$ cat config.mk
export PLATFORM = sky130hd
export DESIGN_NAME = nnClassifier
export DESIGN_NICKNAME = d
export VERILOG_FILES = /design/src/nnPkg.sv /design/src/nnClassifier.sv /design/src/argmaxSelect.sv /design/src/denseLayer.sv /design/src/neuronNode.sv
export SDC_FILE = /design/constraint.sdc
export NUM_CORES = 2
export LEC_CHECK = 0
export ABC_AREA = 1
export CORE_ASPECT_RATIO = 0.5
export CORE_MARGIN = 5
export CORE_UTILIZATION = 62
export CTS_BUF_LIST = sky130_fd_sc_hd__clkbuf_4 sky130_fd_sc_hd__clkbuf_8
export DETAILED_ROUTE_END_ITERATION = 8
export DONT_BUFFER_PORTS = 1
export GPL_TIMING_DRIVEN = 0
export HOLD_SLACK_MARGIN = 0.1
export PLACE_DENSITY_LB_ADDON = 0.08
export SYNTH_ARGS = -nofsm -noshare
export SYNTH_HDL_FRONTEND = slang
export SYNTH_HIERARCHICAL = 1
export SYNTH_SLANG_ARGS = --single-unit
$ cat constraint.sdc
create_clock -name clk -period 8 [get_ports clk]
set_input_delay 0.8 -clock clk [delete_from_list [all_inputs] [get_ports clk]]
set_output_delay 0.8 -clock clk [all_outputs]
set_load 0.02 [all_outputs]
$ cat src/nnPkg.sv
package nnPkg;

	// ------------------------------------------------------------------------
	// Sizes
	// ------------------------------------------------------------------------
	localparam int DATA_W       = 8;
	localparam int NUM_FEATURES = 15;
	localparam int NUM_HIDDEN   = 4;
	localparam int NUM_CLASSES  = 3;
	localparam int NODE_LATENCY = 3; // Input, sum and activation registers

	typedef enum logic
	{
		ACT_RELU   = 1'b0,
		ACT_LINEAR = 1'b1
	} activation_t;

	typedef logic signed [DATA_W-1:0] sample_t;

	typedef sample_t [NUM_HIDDEN-1:0]   hiddenVec_t;
	typedef sample_t [NUM_CLASSES-1:0]  classVec_t;
	typedef sample_t [NUM_FEATURES-1:0] featureVec_t;
	typedef logic [1:0]                 classIdx_t;

	typedef featureVec_t [NUM_HIDDEN-1:0] hiddenWeights_t;  // One row per hidden neuron
	typedef hiddenVec_t [NUM_CLASSES-1:0] outputWeights_t;  // One row per class

	// ------------------------------------------------------------------------
	// Fixed network constants
	// Each concatenation lists the highest index first, so row 0 and
	// weight 0 sit at the end of their lists
	// ------------------------------------------------------------------------
	localparam hiddenWeights_t HIDDEN_WEIGHTS = {
		{-8'sd19, 8'sd25, 8'sd3, -8'sd58, 8'sd16, 8'sd44, -8'sd35,
		 -8'sd13, 8'sd20, -8'sd4, 8'sd31, 8'sd48, -8'sd26, -8'sd15, 8'sd7},
		{8'sd10, -8'sd29, 8'sd36, 8'sd22, -8'sd7, 8'sd14, 8'sd51, -8'sd40,
		 -8'sd18, 8'sd27, 8'sd9, -8'sd45, 8'sd12, 8'sd33, -8'sd6},
		{8'sd2, 8'sd19, -8'sd27, -8'sd11, 8'sd64, 8'sd5, -8'sd21, 8'sd30,
		 8'sd8, -8'sd52, 8'sd17, -8'sd3, 8'sd41, -8'sd9, 8'sd23},
		// Neuron 0
		{-8'sd45, -8'sd16, 8'sd11, 8'sd78, -8'sd37, -8'sd38, 8'sd3, 8'sd13,
		 -8'sd64, 8'sd36, -8'sd17, 8'sd55, -8'sd84, 8'sd11, 8'sd14}
	};

	// Non-positive so an all-zero input leaves every hidden neuron at zero
	localparam hiddenVec_t HIDDEN_BIAS = {-8'sd2, -8'sd9, -8'sd4, 8'sd0};

	localparam outputWeights_t OUTPUT_WEIGHTS = {
		{8'sd13, -8'sd17, 8'sd5, 8'sd11},
		{-8'sd6, 8'sd14, 8'sd21, -8'sd9},
		{8'sd25, 8'sd7, -8'sd12, 8'sd18}
	};

	localparam classVec_t OUTPUT_BIAS = {8'sd12, -8'sd3, 8'sd5};

endpackage
$ cat src/nnClassifier.sv
`timescale 1ns/1ps

module nnClassifier (
	input  logic               clk,
	input  logic               reset,
	input  nnPkg::featureVec_t features,
	input  logic               sampleStrobe,
	output nnPkg::classIdx_t   classIdx,
	output nnPkg::sample_t     classScore,
	output logic               resultValid
);
	import nnPkg::*;

	hiddenVec_t hiddenAct;
	logic       hiddenValid;
	classVec_t  classAct;
	logic       classValid;

	// ------------------------------------------------------------------------
	// Hidden layer, 15 features in, 4 ReLU neurons out
	// ------------------------------------------------------------------------
	denseLayer #(
		.NUM_IN     (NUM_FEATURES),
		.NUM_OUT    (NUM_HIDDEN),
		.WEIGHTS    (HIDDEN_WEIGHTS),
		.BIASES     (HIDDEN_BIAS),
		.ACTIVATION (ACT_RELU)
	) u_hidden (
		.clk      (clk),
		.reset    (reset),
		.actIn    (features),
		.validIn  (sampleStrobe),
		.actOut   (hiddenAct),
		.validOut (hiddenValid)
	);

	// ------------------------------------------------------------------------
	// Output layer, linear
	// ------------------------------------------------------------------------
	denseLayer #(
		.NUM_IN     (NUM_HIDDEN),
		.NUM_OUT    (NUM_CLASSES),
		.WEIGHTS    (OUTPUT_WEIGHTS),
		.BIASES     (OUTPUT_BIAS),
		.ACTIVATION (ACT_LINEAR)
	) u_output (
		.clk      (clk),
		.reset    (reset),
		.actIn    (hiddenAct),
		.validIn  (hiddenValid),
		.actOut   (classAct),
		.validOut (classValid)
	);

	argmaxSelect #(
		.NUM_IN (NUM_CLASSES)
	) u_argmax (
		.clk       (clk),
		.reset     (reset),
		.scores    (classAct),
		.validIn   (classValid),
		.bestIdx   (classIdx),
		.bestScore (classScore),
		.validOut  (resultValid)  // 7 cycles after sampleStrobe
	);

endmodule

$ cat src/argmaxSelect.sv
`timescale 1ns/1ps

module argmaxSelect #(
	parameter int NUM_IN = nnPkg::NUM_CLASSES
) (
	input  logic                          clk,
	input  logic                          reset,
	input  nnPkg::sample_t [NUM_IN-1:0]   scores,
	input  logic                          validIn,
	output nnPkg::classIdx_t              bestIdx,
	output nnPkg::sample_t                bestScore,
	output logic                          validOut
);
	import nnPkg::*;

	classIdx_t scanIdx;
	sample_t   scanScore;

	// Linear scan over the class scores
	always_comb
	begin
		scanIdx   = '0;
		scanScore = scores[0];
		for (int i = 1; i < NUM_IN; i++)
		begin
			// Strictly greater, so the lower index keeps a tie
			if ($signed(scores[i]) > $signed(scanScore))
			begin
				scanIdx   = classIdx_t'(i);
				scanScore = scores[i];
			end
		end
	end

	always_ff @(posedge clk)
	begin
		if (reset)
		begin
			bestIdx   <= '0;
			bestScore <= '0;
			validOut  <= 1'b0;
		end
		else
		begin
			bestIdx   <= scanIdx;
			bestScore <= scanScore;
			validOut  <= validIn;
		end
	end

endmodule

$ cat src/denseLayer.sv
`timescale 1ns/1ps

module denseLayer #(
	parameter int NUM_IN  = nnPkg::NUM_FEATURES,
	parameter int NUM_OUT = nnPkg::NUM_HIDDEN,
	parameter nnPkg::sample_t [NUM_OUT-1:0][NUM_IN-1:0] WEIGHTS = '0,
	parameter nnPkg::sample_t [NUM_OUT-1:0] BIASES = '0,
	parameter nnPkg::activation_t ACTIVATION = nnPkg::ACT_LINEAR
) (
	input  logic                          clk,
	input  logic                          reset,
	input  nnPkg::sample_t [NUM_IN-1:0]   actIn,
	input  logic                          validIn,
	output nnPkg::sample_t [NUM_OUT-1:0]  actOut,
	output logic                          validOut
);
	import nnPkg::*;

	logic [NODE_LATENCY-1:0] validPipe; // Bit 0 is the newest stage

	// ------------------------------------------------------------------------
	// Neurons
	// ------------------------------------------------------------------------
	// Every neuron sees the same input vector
	for (genvar n = 0; n < NUM_OUT; n++)
	begin : gNode
		neuronNode #(
			.NUM_IN     (NUM_IN),
			.WEIGHTS    (WEIGHTS[n]),
			.BIAS       (BIASES[n]),
			.ACTIVATION (ACTIVATION)
		) u_node (
			.clk    (clk),
			.reset  (reset),
			.act    (actIn),
			.result (actOut[n])
		);
	end

	// ------------------------------------------------------------------------
	// Strobe delay line
	// ------------------------------------------------------------------------
	// Matches the three register stages inside each neuron
	always_ff @(posedge clk)
	begin
		if (reset)
		begin
			validPipe <= '0;
		end
		else
		begin
			validPipe <= {validPipe[NODE_LATENCY-2:0], validIn};
		end
	end

	assign validOut = validPipe[NODE_LATENCY-1];

endmodule

$ cat src/neuronNode.sv
`timescale 1ns/1ps

module neuronNode #(
	parameter int NUM_IN = nnPkg::NUM_FEATURES,
	parameter nnPkg::sample_t [NUM_IN-1:0] WEIGHTS = '0,
	parameter nnPkg::sample_t BIAS = '0,
	parameter nnPkg::activation_t ACTIVATION = nnPkg::ACT_RELU
) (
	input  logic                          clk,
	input  logic                          reset,
	input  nnPkg::sample_t [NUM_IN-1:0]   act,
	output nnPkg::sample_t                result
);
	import nnPkg::*;

	sample_t [NUM_IN-1:0] actReg;   // Stage 1
	sample_t [NUM_IN-1:0] product;
	sample_t              sumNext;
	sample_t              sumReg;   // Stage 2
	logic                 clipSum;

	// ------------------------------------------------------------------------
	// Multiply-accumulate, all in 8 bits
	// ------------------------------------------------------------------------
	always_comb
	begin
		for (int i = 0; i < NUM_IN; i++)
		begin
			product[i] = sample_t'(actReg[i] * WEIGHTS[i]); // Low byte of the product
		end
	end

	always_comb
	begin
		sumNext = BIAS;
		for (int i = 0; i < NUM_IN; i++)
		begin
			sumNext = sumNext + product[i]; // Wraps modulo 256
		end
	end

	// ReLU only looks at the sign bit
	assign clipSum = (ACTIVATION == ACT_RELU) && sumReg[DATA_W-1];

	// ------------------------------------------------------------------------
	// Pipeline registers
	// ------------------------------------------------------------------------
	always_ff @(posedge clk)
	begin
		if (reset)
		begin
			actReg <= '0;
			sumReg <= '0;
			result <= '0;
		end
		else
		begin
			actReg <= act;
			sumReg <= sumNext;
			if (clipSum)
			begin
				result <= '0;
			end
			else
			begin
				result <= sumReg; // Stage 3
			end
		end
	end

endmodule

After elaboration in Yosys (flattened, before gate mapping)
Index checks and enable logic that the tools add are counted.

word-level totals
  output and inout bits = 11
  logic and storage cells = 193
  register bits after elaboration = 281
  input port bits = 123

cells by class
  reductions and logical operators = 5
  multipliers = 65
  $lt $le $gt $ge = 2
  add/sub/neg operators = 74
  muxes and demuxes = 4

operators with widths
  operator                                                             number
  8-bit adder                                                          65
  8-bit by 6-bit multiplier with 8-bit output (second input constant)  14
  8-bit by 5-bit multiplier with 8-bit output (second input constant)  11
  8-bit by 7-bit multiplier with 8-bit output (second input constant)  8
  8-bit by 4-bit multiplier with 8-bit output (second input constant)  5
  8-bit by 5-bit multiplier with 7-bit output (second input constant)  5
  8-bit by 4-bit multiplier with 7-bit output (second input constant)  4
  8-bit by 5-bit multiplier with 6-bit output (second input constant)  4
  8-bit by 3-bit multiplier with 8-bit output (second input constant)  3
  3-bit by 8-bit adder with 8-bit output (first input constant)        2
  5-bit by 8-bit adder with 8-bit output (first input constant)        2
  8-bit > comparator                                                   2
  8-bit by 3-bit multiplier with 6-bit output (second input constant)  2
  8-bit by 3-bit multiplier with 7-bit output (second input constant)  2
  8-bit by 6-bit multiplier with 7-bit output (second input constant)  2
  8-bit two-way mux                                                    2
  2-bit OR reduction                                                   5
  2-bit by 8-bit adder with 8-bit output (first input constant)        1
  4-bit by 8-bit adder with 8-bit output (first input constant)        1
  8-bit by 3-bit multiplier with 4-bit output (second input constant)  1
  8-bit by 4-bit multiplier with 5-bit output (second input constant)  1
  8-bit by 4-bit multiplier with 6-bit output (second input constant)  1
  8-bit by 6-bit multiplier with 6-bit output (second input constant)  1
  8-bit by 7-bit multiplier with 7-bit output (second input constant)  1
  5 further kinds                                                      5

Logic depth before layout (Yosys ltp)
  depth after elaboration = 16
  gate-level depth with buffers = 36
  mapped depth without buffers = 36

Cells and area by module
Netlist, hierarchy kept.

modules (own cells, without submodules)
  module                                 sequential area each (um2)  area an instance (um2)  cells each  times used
  neuronNode (u_hidden.gNode[0].u_node)  2362.3                      10867.9                 1296        1
  neuronNode (u_hidden.gNode[2].u_node)  2462.4                      10410.0                 1232        1
  neuronNode (u_hidden.gNode[1].u_node)  2442.3                      10126.0                 1181        1
  neuronNode (u_hidden.gNode[3].u_node)  2382.3                      10023.4                 1155        1
  neuronNode (u_output.gNode[1].u_node)  920.9                       3617.2                  448         1
  neuronNode (u_output.gNode[2].u_node)  960.9                       3582.2                  422         1
  neuronNode (u_output.gNode[0].u_node)  900.9                       3034.2                  379         1
  argmaxSelect                           220.2                       953.4                   143         1
  denseLayer                             60.1                        82.6                    9           2

Worst setup path after synthesis
Ideal clock, no wire load.

  path type = reg-to-reg
  start = register u_hidden/gNode[3].u_node/actReg[21] in the netlist's numbering
  end = register u_hidden.gNode[3].u_node.sumReg[7]
  clock period less this slack = 8.194 ns
  setup time = 0.115 ns
  required time = 7.885 ns
  path buffers = 0
  arrival = 8.079 ns
  slack = -0.194 ns
  cell stages (with the launch flop) = 33
  path through = dfxtp_1 -> ha_1 -> inv_1 -> fa_1 -> fa_1 -> inv_1 -> ha_1 -> xnor2_1 -> fa_1 -> fa_1 -> fa_1 -> fa_1 -> fa_1 -> inv_1 -> fa_1 -> inv_1 -> fa_1 -> fa_1 -> fa_1 -> inv_1 -> ha_1 -> inv_1 -> o21bai_1 -> xor2_1 -> nand3_1 -> nand2_1 -> nand2_1 -> nand2_1 -> inv_1 -> nand2_1 -> nand2_1 -> a21oi_1 -> nor2_1

between the ends
  word-level cells in the longest chain between the ends = 14

ends and longest elaborated chain
  what                                         line              text
  from (decl)                                  neuronNode.sv:16  sample_t [NUM_IN-1:0] actReg;
  from (signal assigned)                       neuronNode.sv:58  actReg <= act;
  8-bit by 5-bit multiplier with 7-bit output  neuronNode.sv:29  product[i] = sample_t'(actReg[i] * WEIGHTS[i]);
  8-bit adder (13 in a row)                    neuronNode.sv:38  sumNext = sumNext + product[i];
  to (signal assigned)                         neuronNode.sv:59  sumReg <= sumNext;
  to (decl)                                    neuronNode.sv:19  sample_t sumReg;

Every way passes these cells.
A chain may end at the register's enable or synchronous reset.

Worst setup path after layout
Ends and elaborated chain as after synthesis.

==> summary.txt <==
Run status
  • Status: finished, violations left
  • Failing checks: negative setup slack

STA
  • RSZ-0062 raised after global routing: true
  • # setup viols final: 2
  • Slew HR: 0.342
  • Highest Clock Rate: approximately 0.12 GHz
  • Clock Skews: between 0.05 and 0.06 ns
  • Final period util: 1.04
  • Final hold viol count: 0
  • Final setup margin: -0.332 ns
  • Max-slew violations: 0
  • Minimum clock period: about 8.3 ns
  • Worst-Margin Slew: 0.987 ns

Yosys
  • Synth top area cells: dfxtp_1 (24%), fa_1 (23%), ha_1 (18%), inv_1 (14%), nand2_1 (6.0%)
  • Xor and xnor area share after synthesis: 0.0438
  • Synth area leader: dfxtp_1
  • Mean area per synthesized cell: between 8 and 9 um^2
  • Fraction of registers with async set/reset: 0
  • Mapped Cells: between 6000 and 7000
  • Fraction of the mapped netlist area in adder cells: 0.413
  • Post-synthesis sequential area ratio: 0.242
  • Post-synthesis mux area share: 0
  • Top FF cell, synth: dfxtp_1
  • Post-synth net total: just under 8000
  • Share of Yosys cell area claimed by the top area cell type: 0.242
  • Cell Area, Synth: about 53000 um^2
  • Post-Synth Simple-Gate Area: 0.141
  • Seq cells post-synth: about 640
  • Distinct cells, synth: 43
  • Yosys warns: 6
  • Post-synth EDFFs: 0
  • Largest family of logic cells by synthesized area: adder cells
  • Synth Area in Compound Gates: 0.00903

CTS
  • Clock root buffer: clkbuf_8
  • Total CTS buffers: 93
  • H-tree depth: 3
  • Worst-Skew Late Latency: approximately 0.8 ns
  • CTS max path bufs: 3
  • CTS tree: done
  • Clock transition at the registers of the reported paths: 0.07 ns
  • CTS Sinks: 638

Floorplan
  • Core area: roughly 84000 um^2
  • Row Count: 75
  • Initial Util: 0.628
  • Die height: 216 um
  • Io pins: ~130
  • DIE WIDTH: 423 um
  • Die footprint: approximately 90000 um^2

Min path
  • HP Class: primary input to register
  • Min-delay src: features[54]

Final layout
  • Share of cells above drive strength 1: 0.0635
  • Fill cells: between 6000 and 7000
  • Finished Cell Area: approximately 60000 um^2
  • Storage cell area: ~13000 um^2
  • Multi-input logic area: 32600 um^2
  • Final core occ: 0.695
  • Area Overhead vs Synth: 10.7%
  • Layout Nets: roughly 8000

Worst setup path
  • Critical path's most frequent cell: fa_1
  • Highest-delay cell along the critical path: fa_2
  • Worst setup EP type: register
  • FF-to-FF Start: u_hidden/gNode[3].u_node/actReg[21]
  • Crit path required time: about 8.7 ns
  • Critical path class: register to register
  • Crit path from: u_hidden/gNode[3].u_node/actReg[21]
  • Slowest stage delay, CP: 0.57 ns
  • Crit Path Max Fanout: 2
  • Worst setup SP type: register
  • WP data arrival: between 8 and 9 ns

Detailed routing
  • Final WL: about 150000 um
  • Via count: about 38000
  • DRT antenna net count: 0
  • Number of vias per cell: about 4.9
  • Iter 0 DRT Violations: 2514
  • First-pass DRT Iterations: 8
  • Routed len/inst: between 15 and 20 um
  • Detailed-route DRC error count: 0

Placed design
  • HPWL Detailed: 119000 um
  • Placed Area: about 54000 um^2
  • Dpl ws: -1.18 ns
  • Final GP Congestion: between 0.9 and 1
  • IO Port Bufs: 0

GRT
  • Total GRT Usage: 0.326
  • Vias in the first global route: about 40000
  • Largest net degree at the start of global routing: 14
  • Initial antenna violation count: 40
  • First-pass GRT wire length: approximately 220000 um
  • Overflow after GRT: 0

Job
  • Maxcap violations: 0
[registers in the layout, summed over array words and instances, names as in the netlist]
register,count
u_hidden/gNode.u_node/actReg,422
u_output/gNode.u_node/actReg,91
u_hidden/gNode.u_node/sumReg,32
u_hidden/gNode.u_node/result,28
u_output/gNode.u_node/result,24
u_output/gNode.u_node/sumReg,24
u_argmax/bestScore,8
u_hidden/validPipe,3
u_output/validPipe,3
u_argmax/bestIdx,2
u_argmax/validOut,1
[synth_stat cells (4+ instances only)]
library cell	instances
inv_1	1998
nand2_1	848
ha_1	773
nor2_1	658
dfxtp_1	638
fa_1	607
nand3_1	159
xnor2_1	138
xor2_1	115
clkbuf_1	66
a21oi_1	47
nand2_2	40
nand3b_1	38
inv_2	31
nand4_1	17
o21ai_0	17
nand3_2	11
nor2_2	10
or2_1	10
or2_2	6
a21oi_2	5
buf_4	5
a21o_1	4
a31oi_1	4
conb_1	4
[critical path: cells and delay by family (launching register included)]
family | cells | cell delay, ns
and+or+nand+nor | 9 | 0.63
xor gates and xnor gates | 2 | 0.26
DFF | 1 | 0.34
buffers and inverters | 9 | 0.53
AOI/OAI and AO/OA | 1 | 0.12
adders and majority gates | 14 | 6.30
[cell families after synthesis]
kind of cell,count (synthesis)
buffers and inverters,2103
AND/OR/NAND/NOR,1806
adder cells (fa/ha/maj),1380
flip-flops,638
XOR/XNOR,259
AO/OA/AOI/OAI,84
other,4
[layer usage]
metal	track usage	vias to the layer above	share of wire
li1	-	18500	-
met2	0.526	1226	0.45
met3	0.0936	351	0.093
met4	0.141	12	0.048
met5	0	-	0.00056
met1	0.412	18100	0.41
[area by class of cell]
type                       instances  area share
clock buffer                     142      0.0312
antenna                           32     0.00137
multi-input combinational       3533       0.559
timing repair buffer             140      0.0234
inverter                        2030       0.131
buffer                            73     0.00505
tap                             1116      0.0239
sequential                       638       0.219
clock inverter                    25     0.00640
[final timing paths]
kind / end / slack (ns) / cells past startpoint
hold / removal: u_hidden/gNode[2].u_node/actReg[54] / 0.17 / 2
hold reg to reg: u_output/validPipe[2] / 0.40 / 2
setup / recovery: u_hidden/gNode[3].u_node/sumReg[7] / -0.33 / 35
setup reg to reg: u_hidden/gNode[3].u_node/sumReg[7] / -0.33 / 35
[layout by cell type, fill, tap and decap left out, types with 121 or more instances in the layout]
cell and count:
inv_1 1975, fa_1 599, nor2_1 657, nand3_1 155, dfxtp_1 618, dlygate4sd3_1 123
nand2_1 837, clkbuf_8 121, ha_1 742, xnor2_1 137
[stage by stage]
| stage | cells | hold slack [ns] | TNS, ns |
|---|---|---|---|
| floorplan | 6274 | 0.388 | 0 |
| global placement | 7390 | 0.390 | -2.15 |
| detailed placement | 7390 | 0.393 | -2.31 |
| CTS | 7692 | 0.101 | -0.498 |
| global route | 7705 | 0.135 | -1.37 |
| finish | 7729 | 0.168 | -0.542 |
[repair_timing]
| action | in CTS | in global routing |
|---|---|---|
| endpoints found under the setup margin | 4 | 4 |
| buffers inserted | 12 | 5 |
| hold buffers | 123 | 0 |
| resized for setup | 74 | 49 |
| pin swaps | 89 | 56 |
| hold endpoints to repair | 376 | 0 |
Power is not shown: default switching activity piles up to over one toggle a cycle in this logic, so the estimate is an artifact.
